File: src/common/spi_cmd_pkg.sv
`default_nettype none

package spi_cmd_pkg;

  // command bit 11 picks the operation, address in 10:8, data in 7:0.
  localparam int OP_BIT = 11;

  typedef enum logic
  {
    OP_READ  = 1'b0,
    OP_WRITE = 1'b1
  } spi_op_e;

  typedef enum logic [2:0]
  {
    ST_IDLE = 3'd0, // waiting for a job.
    ST_TX   = 3'd1, // shifting tx_word out.
    ST_GAP  = 3'd2, // cs high between read frames.
    ST_RX   = 3'd3, // shifting miso in.
    ST_HOLD = 3'd4, // read data offered to capture.
    ST_DONE = 3'd5  // one idle cycle with cs high.
  } eng_state_e;

endpackage

`default_nettype wire

File: src/common/spi_cfg_pkg.sv
`default_nettype none

package spi_cfg_pkg;

  // sclk timing, in clk cycles.
  localparam int SCLK_HALF  = 5;
  localparam int GAP_CYCLES = 20; // cs high between header and data frame.

  // frame shapes.
  localparam int CMD_WIDTH  = 12;
  localparam int HDR_WIDTH  = 4;
  localparam int READ_WIDTH = 8;
  localparam int LEN_WIDTH  = 4; // holds any frame length up to 15 bits.

endpackage

`default_nettype wire
File: src/common/spi_job_if.sv
`default_nettype none
`timescale 1ns/1ps

interface spi_job_if;

  logic                                valid;
  logic                                ready;
  spi_cmd_pkg::spi_op_e                op;
  logic [spi_cfg_pkg::CMD_WIDTH-1:0]   tx_word; // left aligned, msb goes first.
  logic [spi_cfg_pkg::LEN_WIDTH-1:0]   tx_len;

  modport source
  (
    output valid,
    output op,
    output tx_word,
    output tx_len,
    input  ready
  );

  modport sink
  (
    input  valid,
    input  op,
    input  tx_word,
    input  tx_len,
    output ready
  );

endinterface

`default_nettype wire

File: src/hw/spi_ctrl_top.sv
`default_nettype none
`timescale 1ns/1ps

module spi_ctrl_top
(
  input  wire                                 clk,
  input  wire                                 rst_n,
  input  wire  [spi_cfg_pkg::CMD_WIDTH-1:0]   cmd_in,
  input  wire                                 cmd_vld,
  output logic                                cmd_rdy,
  output logic                                sclk,
  output logic                                cs,
  output logic                                mosi,
  input  wire                                 miso,
  output logic                                read_vld,
  output logic [spi_cfg_pkg::READ_WIDTH-1:0]  read_data,
  input  wire                                 read_rdy
);

  spi_job_if job_if ();

  logic                               rx_valid;
  logic [spi_cfg_pkg::READ_WIDTH-1:0] rx_data;
  logic                               rx_ready;

  spi_cmd_decode u_decode
  (
    .clk     (clk),
    .rst_n   (rst_n),
    .cmd_in  (cmd_in),
    .cmd_vld (cmd_vld),
    .cmd_rdy (cmd_rdy),
    .job     (job_if.source)
  );

  spi_shift_engine u_engine
  (
    .clk      (clk),
    .rst_n    (rst_n),
    .job      (job_if.sink),
    .sclk     (sclk),
    .cs       (cs),
    .mosi     (mosi),
    .miso     (miso),
    .rx_valid (rx_valid),
    .rx_data  (rx_data),
    .rx_ready (rx_ready)
  );

  spi_read_capture u_capture
  (
    .clk       (clk),
    .rst_n     (rst_n),
    .rx_valid  (rx_valid),
    .rx_data   (rx_data),
    .rx_ready  (rx_ready),
    .read_vld  (read_vld),
    .read_data (read_data),
    .read_rdy  (read_rdy)
  );

endmodule

`default_nettype wire

File: src/spi/spi_read_capture.sv
`default_nettype none
`timescale 1ns/1ps

module spi_read_capture
(
  input  wire                                 clk,
  input  wire                                 rst_n,
  input  wire                                 rx_valid,
  input  wire  [spi_cfg_pkg::READ_WIDTH-1:0]  rx_data,
  output logic                                rx_ready,
  output logic                                read_vld,
  output logic [spi_cfg_pkg::READ_WIDTH-1:0]  read_data,
  input  wire                                 read_rdy
);

  logic [spi_cfg_pkg::READ_WIDTH-1:0] data_q;
  logic                               full;

  assign rx_ready  = !full;
  assign read_vld  = full;
  assign read_data = data_q;

  always_ff @(posedge clk or negedge rst_n)
  begin
    if (!rst_n)
    begin
      full <= 1'b0;
    end
    else if (rx_valid && rx_ready)
    begin
      full <= 1'b1;
    end
    else if (read_vld && read_rdy)
    begin
      full <= 1'b0; // host took the byte.
    end
  end

  always_ff @(posedge clk)
  begin
    if (rx_valid && rx_ready)
    begin
      data_q <= rx_data;
    end
  end

  a_read_hold: assert property (@(posedge clk) disable iff (!rst_n)
    (read_vld && !read_rdy) |=> (read_vld && $stable(read_data)));

endmodule

`default_nettype wire

File: src/spi/spi_shift_engine.sv
`default_nettype none
`timescale 1ns/1ps

module spi_shift_engine
(
  input  wire                                 clk,
  input  wire                                 rst_n,
  spi_job_if.sink                             job,
  output logic                                sclk,
  output logic                                cs,
  output logic                                mosi,
  input  wire                                 miso,
  output logic                                rx_valid,
  output logic [spi_cfg_pkg::READ_WIDTH-1:0]  rx_data,
  input  wire                                 rx_ready
);

  spi_cmd_pkg::eng_state_e                     state;
  spi_cmd_pkg::spi_op_e                        op_q;
  logic [spi_cfg_pkg::CMD_WIDTH-1:0]           shift_q;
  logic [spi_cfg_pkg::LEN_WIDTH-1:0]           len_q;
  logic [spi_cfg_pkg::LEN_WIDTH-1:0]           bit_cnt;
  logic [$clog2(spi_cfg_pkg::SCLK_HALF)-1:0]   half_cnt;
  logic [$clog2(spi_cfg_pkg::GAP_CYCLES)-1:0]  gap_cnt;
  logic [spi_cfg_pkg::READ_WIDTH-1:0]          rx_sh;
  logic                                        half_done;
  logic                                        last_bit;

  assign job.ready = (state == spi_cmd_pkg::ST_IDLE);
  assign rx_data   = rx_sh;
  assign half_done = (half_cnt == spi_cfg_pkg::SCLK_HALF - 1);
  assign last_bit  = (bit_cnt == len_q - 1'b1);

  always_ff @(posedge clk or negedge rst_n)
  begin
    if (!rst_n)
    begin
      state    <= spi_cmd_pkg::ST_IDLE;
      cs       <= 1'b1;
      sclk     <= 1'b0;
      mosi     <= 1'b0;
      rx_valid <= 1'b0;
      half_cnt <= '0;
      bit_cnt  <= '0;
      gap_cnt  <= '0;
    end
    else
    begin
      case (state)
        spi_cmd_pkg::ST_IDLE:
        begin
          if (job.valid)
          begin
            op_q     <= job.op;
            len_q    <= job.tx_len;
            mosi     <= job.tx_word[spi_cfg_pkg::CMD_WIDTH-1]; // first bit at frame start.
            shift_q  <= job.tx_word << 1;
            cs       <= 1'b0;
            half_cnt <= '0;
            bit_cnt  <= '0;
            state    <= spi_cmd_pkg::ST_TX;
          end
        end
        spi_cmd_pkg::ST_TX,
        spi_cmd_pkg::ST_RX:
        begin
          if (half_done)
          begin
            half_cnt <= '0;
            sclk     <= ~sclk;
            if (!sclk)
            begin
              if (state == spi_cmd_pkg::ST_RX)
              begin
                rx_sh <= {rx_sh[spi_cfg_pkg::READ_WIDTH-2:0], miso}; // rising edge.
              end
            end
            else if (last_bit)
            begin
              cs   <= 1'b1;
              mosi <= 1'b0;
              if (state == spi_cmd_pkg::ST_RX)
              begin
                rx_valid <= 1'b1;
                state    <= spi_cmd_pkg::ST_HOLD;
              end
              else if (op_q == spi_cmd_pkg::OP_WRITE)
              begin
                state <= spi_cmd_pkg::ST_DONE;
              end
              else
              begin
                gap_cnt <= '0;
                state   <= spi_cmd_pkg::ST_GAP;
              end
            end
            else
            begin
              // during rx the word is already drained, so mosi idles low.
              bit_cnt <= bit_cnt + 1'b1;
              mosi    <= shift_q[spi_cfg_pkg::CMD_WIDTH-1];
              shift_q <= shift_q << 1;
            end
          end
          else
          begin
            half_cnt <= half_cnt + 1'b1;
          end
        end
        spi_cmd_pkg::ST_GAP:
        begin
          if (gap_cnt == spi_cfg_pkg::GAP_CYCLES - 1)
          begin
            cs       <= 1'b0;
            half_cnt <= '0;
            bit_cnt  <= '0;
            len_q    <= spi_cfg_pkg::READ_WIDTH[spi_cfg_pkg::LEN_WIDTH-1:0];
            state    <= spi_cmd_pkg::ST_RX;
          end
          else
          begin
            gap_cnt <= gap_cnt + 1'b1;
          end
        end
        spi_cmd_pkg::ST_HOLD:
        begin
          if (rx_ready)
          begin
            rx_valid <= 1'b0;
            state    <= spi_cmd_pkg::ST_DONE;
          end
        end
        spi_cmd_pkg::ST_DONE:
        begin
          state <= spi_cmd_pkg::ST_IDLE; // keeps cs high at least one cycle.
        end
        default:
        begin
          state <= spi_cmd_pkg::ST_IDLE;
        end
      endcase
    end
  end

  a_sclk_idle: assert property (@(posedge clk) disable iff (!rst_n)
    cs |-> !sclk);
  a_rx_stable: assert property (@(posedge clk) disable iff (!rst_n)
    (rx_valid && !rx_ready) |=> (rx_valid && $stable(rx_data)));

endmodule

`default_nettype wire

File: src/spi/spi_cmd_decode.sv
`default_nettype none
`timescale 1ns/1ps

module spi_cmd_decode
(
  input  wire                                clk,
  input  wire                                rst_n,
  input  wire [spi_cfg_pkg::CMD_WIDTH-1:0]   cmd_in,
  input  wire                                cmd_vld,
  output logic                               cmd_rdy,
  spi_job_if.source                          job
);

  logic [spi_cfg_pkg::CMD_WIDTH-1:0] cmd_q;
  logic                              full;
  logic                              is_write;

  assign is_write = cmd_q[spi_cmd_pkg::OP_BIT];
  assign cmd_rdy  = !full;
  assign job.valid = full;

  assign job.op = is_write ? spi_cmd_pkg::OP_WRITE : spi_cmd_pkg::OP_READ;

  // reads only send the top nibble as a header frame.
  assign job.tx_word = is_write ? cmd_q :
    {cmd_q[spi_cmd_pkg::OP_BIT -: spi_cfg_pkg::HDR_WIDTH],
     {(spi_cfg_pkg::CMD_WIDTH - spi_cfg_pkg::HDR_WIDTH){1'b0}}};

  assign job.tx_len = is_write ?
    spi_cfg_pkg::CMD_WIDTH[spi_cfg_pkg::LEN_WIDTH-1:0] :
    spi_cfg_pkg::HDR_WIDTH[spi_cfg_pkg::LEN_WIDTH-1:0];

  always_ff @(posedge clk or negedge rst_n)
  begin
    if (!rst_n)
    begin
      full <= 1'b0;
    end
    else if (cmd_vld && cmd_rdy)
    begin
      full <= 1'b1;
    end
    else if (job.valid && job.ready)
    begin
      full <= 1'b0; // engine took it.
    end
  end

  always_ff @(posedge clk)
  begin
    if (cmd_vld && cmd_rdy)
    begin
      cmd_q <= cmd_in;
    end
  end

  // cmd_rdy and job valid never overlap.
  a_rdy_excl: assert property (@(posedge clk) disable iff (!rst_n)
    !(cmd_rdy && job.valid));

endmodule

`default_nettype wire

File: config.mk
export PLATFORM = sky130hd
export DESIGN_NAME = spi_ctrl_top
export DESIGN_NICKNAME = d
export VERILOG_FILES = /design/src/common/spi_cmd_pkg.sv /design/src/common/spi_cfg_pkg.sv /design/src/common/spi_job_if.sv /design/src/hw/spi_ctrl_top.sv /design/src/spi/spi_read_capture.sv /design/src/spi/spi_shift_engine.sv /design/src/spi/spi_cmd_decode.sv
export SDC_FILE = /design/constraint.sdc
export NUM_CORES = 1
export LEC_CHECK = 0
export ABC_AREA = 1
export BUFFER_PORTS_ARGS = -buffer_cell sky130_fd_sc_hd__buf_2
export CORE_MARGIN = 2
export CORE_UTILIZATION = 35
export CTS_BUF_LIST = sky130_fd_sc_hd__clkbuf_4 sky130_fd_sc_hd__clkbuf_8
export DETAILED_ROUTE_END_ITERATION = 16
export SLEW_MARGIN = 20
export SYNTH_ARGS = -nofsm -noshare
export SYNTH_HDL_FRONTEND = slang
export SYNTH_SLANG_ARGS = --single-unit
File: constraint.sdc
create_clock -name clk -period 5.6 [get_ports clk]
set_input_delay 1.12 -clock clk [delete_from_list [all_inputs] [get_ports clk]]
set_output_delay 1.12 -clock clk [all_outputs]
set_load 0.03 [all_outputs]
=== Yosys cells after proc, flatten, opt, wreduce, memory -nomap -nowiden ===
Index checks and enable logic that the tools add are counted.

* $add $sub $neg: 4
* Equal/unequal tests: 18
* Mux-type cells: 58
* Bitwise operators: 1
* Reduce and logical (&&, ||, !) cells: 27

{| class="wikitable"
|+ Operators with widths
! kind !! number
|-
| 2-to-1 mux 12 bit || 5
|-
| 2-to-1 mux 3 bit || 11
|-
| 2-to-1 mux 4 bit || 8
|-
| 2-to-1 mux 5 bit || 6
|-
| AND reduction 6 bit || 5
|-
| case mux 12 bit (2 select lines) || 1
|-
| 2-to-1 mux 1 bit || 19
|-
| inequality test 2 bit (second input constant) || 6
|-
| case mux 3 bit (4 select lines) || 1
|-
| case mux 4 bit (3 select lines) || 1
|-
| nonzero test 2 bit || 6
|-
| inequality test 2 x 1 -> 1 bit (second input constant) || 5
|-
| case mux 5 bit (2 select lines) || 1
|-
| case mux 3 bit (3 select lines) || 1
|-
| case mux 4 bit (2 select lines) || 1
|-
| AND reduction 4 bit || 2
|-
| AND reduction 7 bit || 1
|-
| equality test 3 x 2 -> 1 bit (second input constant) || 2
|-
| equality test 3 bit (second input constant) || 2
|-
| AND reduction 3 bit || 2
|-
| adder 5 x 1 -> 5 bit (second input constant) || 1
|-
| equality test 5 bit (second input constant) || 1
|-
| AND reduction 5 bit || 1
|-
| adder 4 x 1 -> 4 bit (second input constant) || 1
|-
| 13 further kinds || 18
|}

* Register bits after elaboration: 66
* Bits of input ports: 17
* Output and inout port bits: 13
* Word-level logic and storage cells: 124

=== Longest topological paths before layout ===
Gate-level depths: netlist of run 1.

* Depth after elaboration: 6
* Depth in mapped cells: 10

=== By module ===
From an unflattened synthesis of run 1, not the netlist that was laid out.

* Cells, all modules: 310
* Area, all modules: 3065.4 µm²

{| class="wikitable"
|+ Modules (own cells, without submodules)
! module !! instances !! cells each !! area each (µm²)
|-
| spi_shift_engine || 1 || 249 || 2232.1
|-
| spi_cmd_decode || 1 || 46 || 540.5
|-
| spi_read_capture || 1 || 15 || 292.8
|}

=== Least setup slack after synthesis of run 1 ===
No wires, ideal clock.

* Kind: input -> register
* From: in rst_n
* To: reg u_engine.shift_q[10] in the netlist's numbering, enable pin
* Arrival: 2084 ps
* Required time: 5204 ps
* Slack: 3120 ps
* Stages on the path: 2
* Path buffers: 0
* Cells stage by stage: nand2_1 > nor3b_1

* Word-level cells in the longest chain between the ends: 1

{| class="wikitable"
|+ Ends and longest elaborated chain
! element !! RTL line !! source
|-
| start, declared || spi_ctrl_top.sv:7 || <nowiki>input wire rst_n,</nowiki>
|-
| AND reduction 6 bit (no line) || n/a ||
|-
| end signal, assigned || spi_shift_engine.sv:57 || <nowiki>shift_q <= job.tx_word << 1;</nowiki>
|-
| end signal, assigned || spi_shift_engine.sv:102 || <nowiki>shift_q <= shift_q << 1;</nowiki>
|-
| end, declared || spi_shift_engine.sv:20 || <nowiki>logic [spi_cfg_pkg::CMD_WIDTH-1:0] shift_q;</nowiki>
|}

Every way passes these cells.
A chain may end at the register's enable or synchronous reset.

=== Final worst setup path of run 1 ===
* From: reg u_decode.full, in the netlist u_decode.job.valid
* To: out cmd_rdy

* Word-level cells in the longest chain between the ends: 1

{| class="wikitable"
|+ Ends and longest elaborated chain
! element !! RTL line !! source
|-
| start, declared || spi_cmd_decode.sv:15 || <nowiki>logic full;</nowiki>
|-
| start signal, assigned || spi_cmd_decode.sv:37 || <nowiki>full <= 1'b0;</nowiki>
|-
| start signal, assigned || spi_cmd_decode.sv:41 || <nowiki>full <= 1'b1;</nowiki>
|-
| start signal, assigned || spi_cmd_decode.sv:45 || <nowiki>full <= 1'b0;</nowiki>
|-
| zero test 1 bit || spi_cmd_decode.sv:19 || <nowiki>assign cmd_rdy = !full;</nowiki>
|-
| end, declared || spi_ctrl_top.sv:10 || <nowiki>output logic cmd_rdy,</nowiki>
|}

Every way passes these cells.

==> impl_metrics.env, run 1 <==
export IMPL_status="completed"
export IMPL_syn_area_per_cell_um2=11.5
export IMPL_floorplan_die_width_um=93.1
export IMPL_power_leakage_uw=0.00142
export IMPL_cts_buffer_depth=2
export IMPL_critPathBufInv=2
export IMPL_synth_area_um2=2780
export IMPL_drtAntennaViolNets=0
export IMPL_routabilityCongestion=0.785
export IMPL_first_iter_violations=67
export IMPL_muxShareOfSynthArea=0
export IMPL_die_area_um2=8660
export IMPL_worstPathCellList="inv_1, buf_2"
export IMPL_wl_per_cell_um=11.9
export IMPL_cp_slowest_cell="dfrtp_1"
export IMPL_hold_class="register to register"
export IMPL_portBuffers=29
export IMPL_holdWs_ns=0.432
export IMPL_worst_pin_slew_ns=0.903
export IMPL_fmaxAchievable_ghz=0.446
export IMPL_cts_setup_buffers=0
export IMPL_vias=1828
export IMPL_ir_drop_mv=0.180
export IMPL_power_density_nw_per_um2=319
export IMPL_hold_violations=0
export IMPL_firstDrtPassIters=4
export IMPL_syn_nets=263
export IMPL_worstPathMaxFanout=6
export IMPL_place_ws_ns=3.11
export IMPL_path_class="register to output port"
export IMPL_gr_total_overflow=0
export IMPL_grt_pass1_wl_um=7950
export IMPL_drive_gt1_frac=0.256
export IMPL_cts_resized=0
export IMPL_tritoncts="done"
export IMPL_rr_startpoint="u_engine.state[0]"
export IMPL_clk_pin_slew_worst_paths_ns=0.07
export IMPL_maxSlewViolCount=0
export IMPL_ys_ff_latch=63
export IMPL_setup_viol=0
export IMPL_grtUsageTotal=0.122
export IMPL_critical_path_required_ns=4.48
export IMPL_via_per_inst=4.72
export IMPL_clockRootBuffer="clkbuf_8"
export IMPL_fin_crit_ns=2.24
export IMPL_arrival_ns=1.12
export IMPL_synth_top_family_by_area="simple AND/OR/NAND/NOR gates"
export IMPL_row_count=32
export IMPL_ys_types=36
export IMPL_startpoint_type="register"
export IMPL_htreeDepth=3
export IMPL_hpwl_um=3210
export IMPL_total_power_uw=1050
export IMPL_syn2layout_area_growth_pct=18.1
export IMPL_yosys_area_share_adder=0.0180
export IMPL_die_y_um=93.1
export IMPL_finalCritPeriodShare=0.401
export IMPL_critical_path_top_delay_family="buffers and inverters"
export IMPL_antenna_found_initial=0
export IMPL_crit_start="u_decode.job.valid"
export IMPL_maxCapViolations=0
export IMPL_finalClockSkew_ns=0.00938
export IMPL_setup_slack_ns=3.36
export IMPL_grt_pass1_vias=1721
export IMPL_antennaDiodeCount=0
export IMPL_cts_hold_buf=0
export IMPL_nets=301
export IMPL_max_stage_delay_ns=0.36
export IMPL_hp_start="u_engine.rx_data[7]"
export IMPL_relSlewSlack=0.397
export IMPL_finalSetupTns_ns=0
export IMPL_layout_common_cells="nand2_1, edfxtp_1, buf_2"
export IMPL_grt_start_max_net_pins=24
export IMPL_synthCells=242
export IMPL_synth_xor_area_share=0.00631
export IMPL_start_util=0.359
export IMPL_drc=0
export IMPL_clk_latency_ns=0.34
export IMPL_cts_sinks=63
export IMPL_end_kind="output port"
export IMPL_seq_area_frac_synth=0.644
export IMPL_final_common_cell="nand2_1"
export IMPL_core_um2=7730
export IMPL_routed_wl_um=4610
export IMPL_grt_setup_unrepaired="false"
export IMPL_yosysWarnings=0
export IMPL_io_pins=30
export IMPL_numCtsBuffers=9
export IMPL_synth_simple_area_share=0.211
export IMPL_synth_compound_area_frac=0.0703
-- layer usage --
metal	part of all wire	global-route usage	vias up
met1	0.49	0.151	859
li1	-	-	913
met2	0.43	0.179	47
met4	0.015	0.0564	0
met5	0	0	-
met3	0.065	0.0580	9
-- state kept, by name, summed over array words and instances, names as in the netlist, 2 cells and up --
signal	count
u_decode.cmd_q	12
u_engine.shift_q	11
u_capture.read_data	8
u_engine.rx_data	8
u_engine.gap_cnt	5
u_engine.bit_cnt	4
u_engine.half_cnt	3
u_engine.state	3
u_engine.len_q	2
-- power by group --
| group | internal [uW] | switching (uW) | total [uW] |
|---|---|---|---|
| clock network | 330 | 165 | 495 |
| registers | 505 | 5.84 | 511 |
| logic | 14.4 | 25.6 | 40.0 |
| total | 850 | 196 | 1050 |
-- synth_stat cells (all sizes together) --
master / number / area share
nand2: 60 / 0.094
edfxtp: 42 / 0.45
inv: 24 / 0.032
nor2: 22 / 0.045
dfrtp: 20 / 0.18
nand3: 17 / 0.034
nand4: 9 / 0.023
o21ai: 9 / 0.019
a21oi: 7 / 0.014
a22o: 7 / 0.022
buf: 4 / 0.015
ha: 4 / 0.018
a31oi: 2 / 0.0045
nor3: 2 / 0.0036
nor3b: 2 / 0.0054
xor2: 2 / 0.0063
a21boi: 1 / 0.0027
a21o: 1 / 0.0027
and3: 1 / 0.0023
clkinv: 1 / 0.0032
dfstp: 1 / 0.0095
nand3b: 1 / 0.0027
nor4: 1 / 0.0023
o211ai: 1 / 0.0027
o21bai: 1 / 0.0027
-- worst register-to-register path, stage by stage (launching register included) --
cell and delay, ns:
dfrtp_1 0.46, inv_2 0.08, nor2_2 0.69, nand4_2 0.25, nor3b_1 0.21, buf_4 0.18
-- cell families (layout without fill, tap and decap cells) --
logic type / Yosys count / in the layout
compound gates: 29 / 29
xor+xnor: 2 / 2
fa+ha+maj: 4 / 4
buf+inv: 29 / 72
flops: 63 / 63
simple gates: 115 / 115
-- metrics by stage --
| step | cell area [um^2] | cells | util |
|---|---|---|---|
| floorplan | 2780 | 242 | - |
| global placement | 3020 | 371 | 0.391 |
| detailed placement | 3020 | 371 | 0.391 |
| CTS | 3280 | 387 | 0.425 |
| global route | 3280 | 387 | 0.425 |
| finish | 3280 | 387 | 0.425 |
-- path summary, 6_finish.rpt --
check,endpoint,slack (ns),depth (start not counted)
min in group asynchronous,u_engine.state[2],0.74,1
max in group asynchronous,u_engine.cs,4.49,1
setup reg to reg,u_engine.shift_q[11],3.49,5
hold / removal,u_capture.read_data[7],0.43,0
hold reg to reg,u_capture.read_data[7],0.43,0
setup / recovery,cmd_rdy,3.36,2
-- final cells by class --
| class | instances | area (um^2) |
|---|---|---|
| Inverter | 25 | 98.8 |
| Timing Repair Buffer | 31 | 160 |
| Clock inverter | 3 | 90.1 |
| Fill cell | 738 | 4450 |
| Clock buffer | 13 | 166 |
| Tap cell | 102 | 128 |
| Sequential cell | 63 | 1790 |
| Multi-Input combinational cell | 150 | 850 |
No activity file was read; power rests on OpenSTA's default activity.
==> run 2, diff against run 1 <==
clock period = 2.3 ns   (was 5.6 ns; I/O delays follow)
==> impl_metrics.env, run 2 (same netlist as run 1, synthesis figures left out) <==
export IMPL_stdcell_count=391
export IMPL_finalClockSkew_ns=0.00743
export IMPL_worst_pin_slew_ns=0.448
export IMPL_startpoint_type="register"
export IMPL_clk_pin_slew_worst_paths_ns=0.07
export IMPL_via_per_inst=4.69
export IMPL_reg_top3="u_decode.cmd_q (12), u_engine.shift_q (11)"
export IMPL_syn2layout_area_growth_pct=18.1
export IMPL_ir_drop_mv=0.392
export IMPL_regToRegEndpoint="u_engine.shift_q[4]"
export IMPL_first_iter_violations=71
export IMPL_cts_sinks=63
export IMPL_max_stage_delay_ns=0.46
export IMPL_power_leakage_uw=0.00143
export IMPL_power_density_nw_per_um2=740
export IMPL_layout_common_cells="nand2_1, edfxtp_1, buf_2"
export IMPL_row_count=32
export IMPL_maxCapViolations=0
export IMPL_seqPwrFrac=0.513
export IMPL_reg2reg_slack_ns=0.49
export IMPL_crit_path_end="u_engine.shift_q[4]"
export IMPL_cts_setup_buffers=0
export IMPL_grtUsageTotal=0.134
export IMPL_grt_start_max_net_pins=16
export IMPL_critical_path_required_ns=2.34
export IMPL_die_area_um2=8660
export IMPL_htreeDepth=3
export IMPL_relSlewSlack=0.701
export IMPL_combPwrFrac=0.042
export IMPL_finalSetupTns_ns=0
export IMPL_rr_startpoint="u_engine.state[2]"
export IMPL_floorplan_die_width_um=93.1
export IMPL_worstPathCellList="inv_2, nand2_1, nor2_1, nor2_2, nor3b_1, buf_4"
export IMPL_core_um2=7730
export IMPL_pwr_share_clk=0.445
export IMPL_worstPathMaxFanout=11
export IMPL_hpwl_um=3590
export IMPL_swShare=0.205
export IMPL_die_y_um=93.1
export IMPL_drtAntennaViolNets=0
export IMPL_antenna_found_initial=0
export IMPL_cts_buffer_depth=2
export IMPL_end_kind="register"
export IMPL_portBuffers=29
export IMPL_cp_slowest_cell="dfrtp_1"
export IMPL_crit_start="u_engine.state[2]"
export IMPL_io_pins=30
export IMPL_start_util=0.359
export IMPL_routed_wl_um=5080
export IMPL_ff2ff_path_depth=6
export IMPL_clk_latency_ns=0.34
export IMPL_status="completed"
export IMPL_top_register="u_decode.cmd_q"
export IMPL_largest_register_ffs=12
export IMPL_tritoncts="done"
export IMPL_finalCritPeriodShare=0.789
export IMPL_hold_violations=0
export IMPL_nets=305
export IMPL_power_switching_uw=498
export IMPL_maxSlewViolCount=0
export IMPL_holdWs_ns=0.289
export IMPL_grt_pass1_vias=1933
export IMPL_hold_class="input pin to register"
export IMPL_routabilityCongestion=0.816
export IMPL_arrival_ns=1.86
export IMPL_setup_viol=0
export IMPL_fin_crit_ns=1.81
export IMPL_drive_gt1_frac=0.263
export IMPL_grt_setup_unrepaired="false"
export IMPL_gr_total_overflow=0
export IMPL_wl_per_cell_um=13.0
export IMPL_numCtsBuffers=9
export IMPL_clockRootBuffer="clkbuf_8"
export IMPL_drc=0
export IMPL_antennaDiodeCount=0
export IMPL_firstDrtPassIters=4
export IMPL_path_class="register to register"
export IMPL_grt_pass1_wl_um=8780
export IMPL_vias=1834
export IMPL_fmaxAchievable_ghz=0.551
export IMPL_intPower_uw=1930
export IMPL_final_common_cell="nand2_1"
export IMPL_place_inst=374
## run 2: final cells by class
cell class / count / area, um^2
Fill cell: 755 / 4450
Sequential cell: 63 / 1790
Multi-Input combinational cell: 150 / 850
Timing Repair Buffer: 35 / 193
Clock buffer: 12 / 153
Tap cell: 102 / 128
Inverter: 25 / 98.8
Clock inverter: 4 / 70.1
## run 2: worst min-delay path by stage
stage,cells past startpoint,to,startpoint
6_report,1,u_decode.cmd_q[7],cmd_in[7]
3_5_place_dp,1,u_engine.bit_cnt[2],rst_n
4_1_cts,1,u_decode.cmd_q[4],cmd_in[4]
5_1_grt,1,u_decode.cmd_q[4],cmd_in[4]
2_1_floorplan,0,u_capture.read_vld,rst_n
3_3_place_gp,1,u_engine.bit_cnt[2],rst_n
## run 2: critical path, delay by kind of cell (launching register included)
kind          cells  cell delay (ns)
flops             1             0.46
buf+inv           2             0.38
simple gates      4             0.68
## run 2: per-stage QoR
stage	setup WS (ns)	util	cell area, um^2	power [uW]
final	0.486	0.424	3280	2430
after global routing	0.325	0.424	3280	2510
after CTS	0.488	0.424	3280	2460
after detailed placement	0.499	0.394	3050	1370
after global placement	0.545	0.394	3050	1370
after floorplan	0.0332	-	2780	1330
## run 2: what timing repair did
| action | 4_1_cts | 5_1_grt |
|---|---|---|
| endpoints found under the hold margin | 5 | 0 |
| gates resized for setup | 0 | 0 |
| endpoints found under the setup margin | 0 | 0 |
| hold buffers | 1 | 0 |
## run 2: power groups by stage
stage                     sequential, uW  clock [uW]  combinational, uW
after global placement              1270           0                102
after detailed placement            1270           0                104
after floorplan                     1270           0               58.5
after global routing                1250        1150                118
after CTS                           1250        1110                105
final                               1250        1080                103
## run 2: metal layers
metal	routed length, um	GRT usage	share of wire	up-vias
li1	-	-	-	917
met1	2430	0.173	0.48	866
met2	2330	0.201	0.46	43
met3	240	0.0524	0.047	8
met4	74	0.0588	0.015	0
met5	0	0	0	-
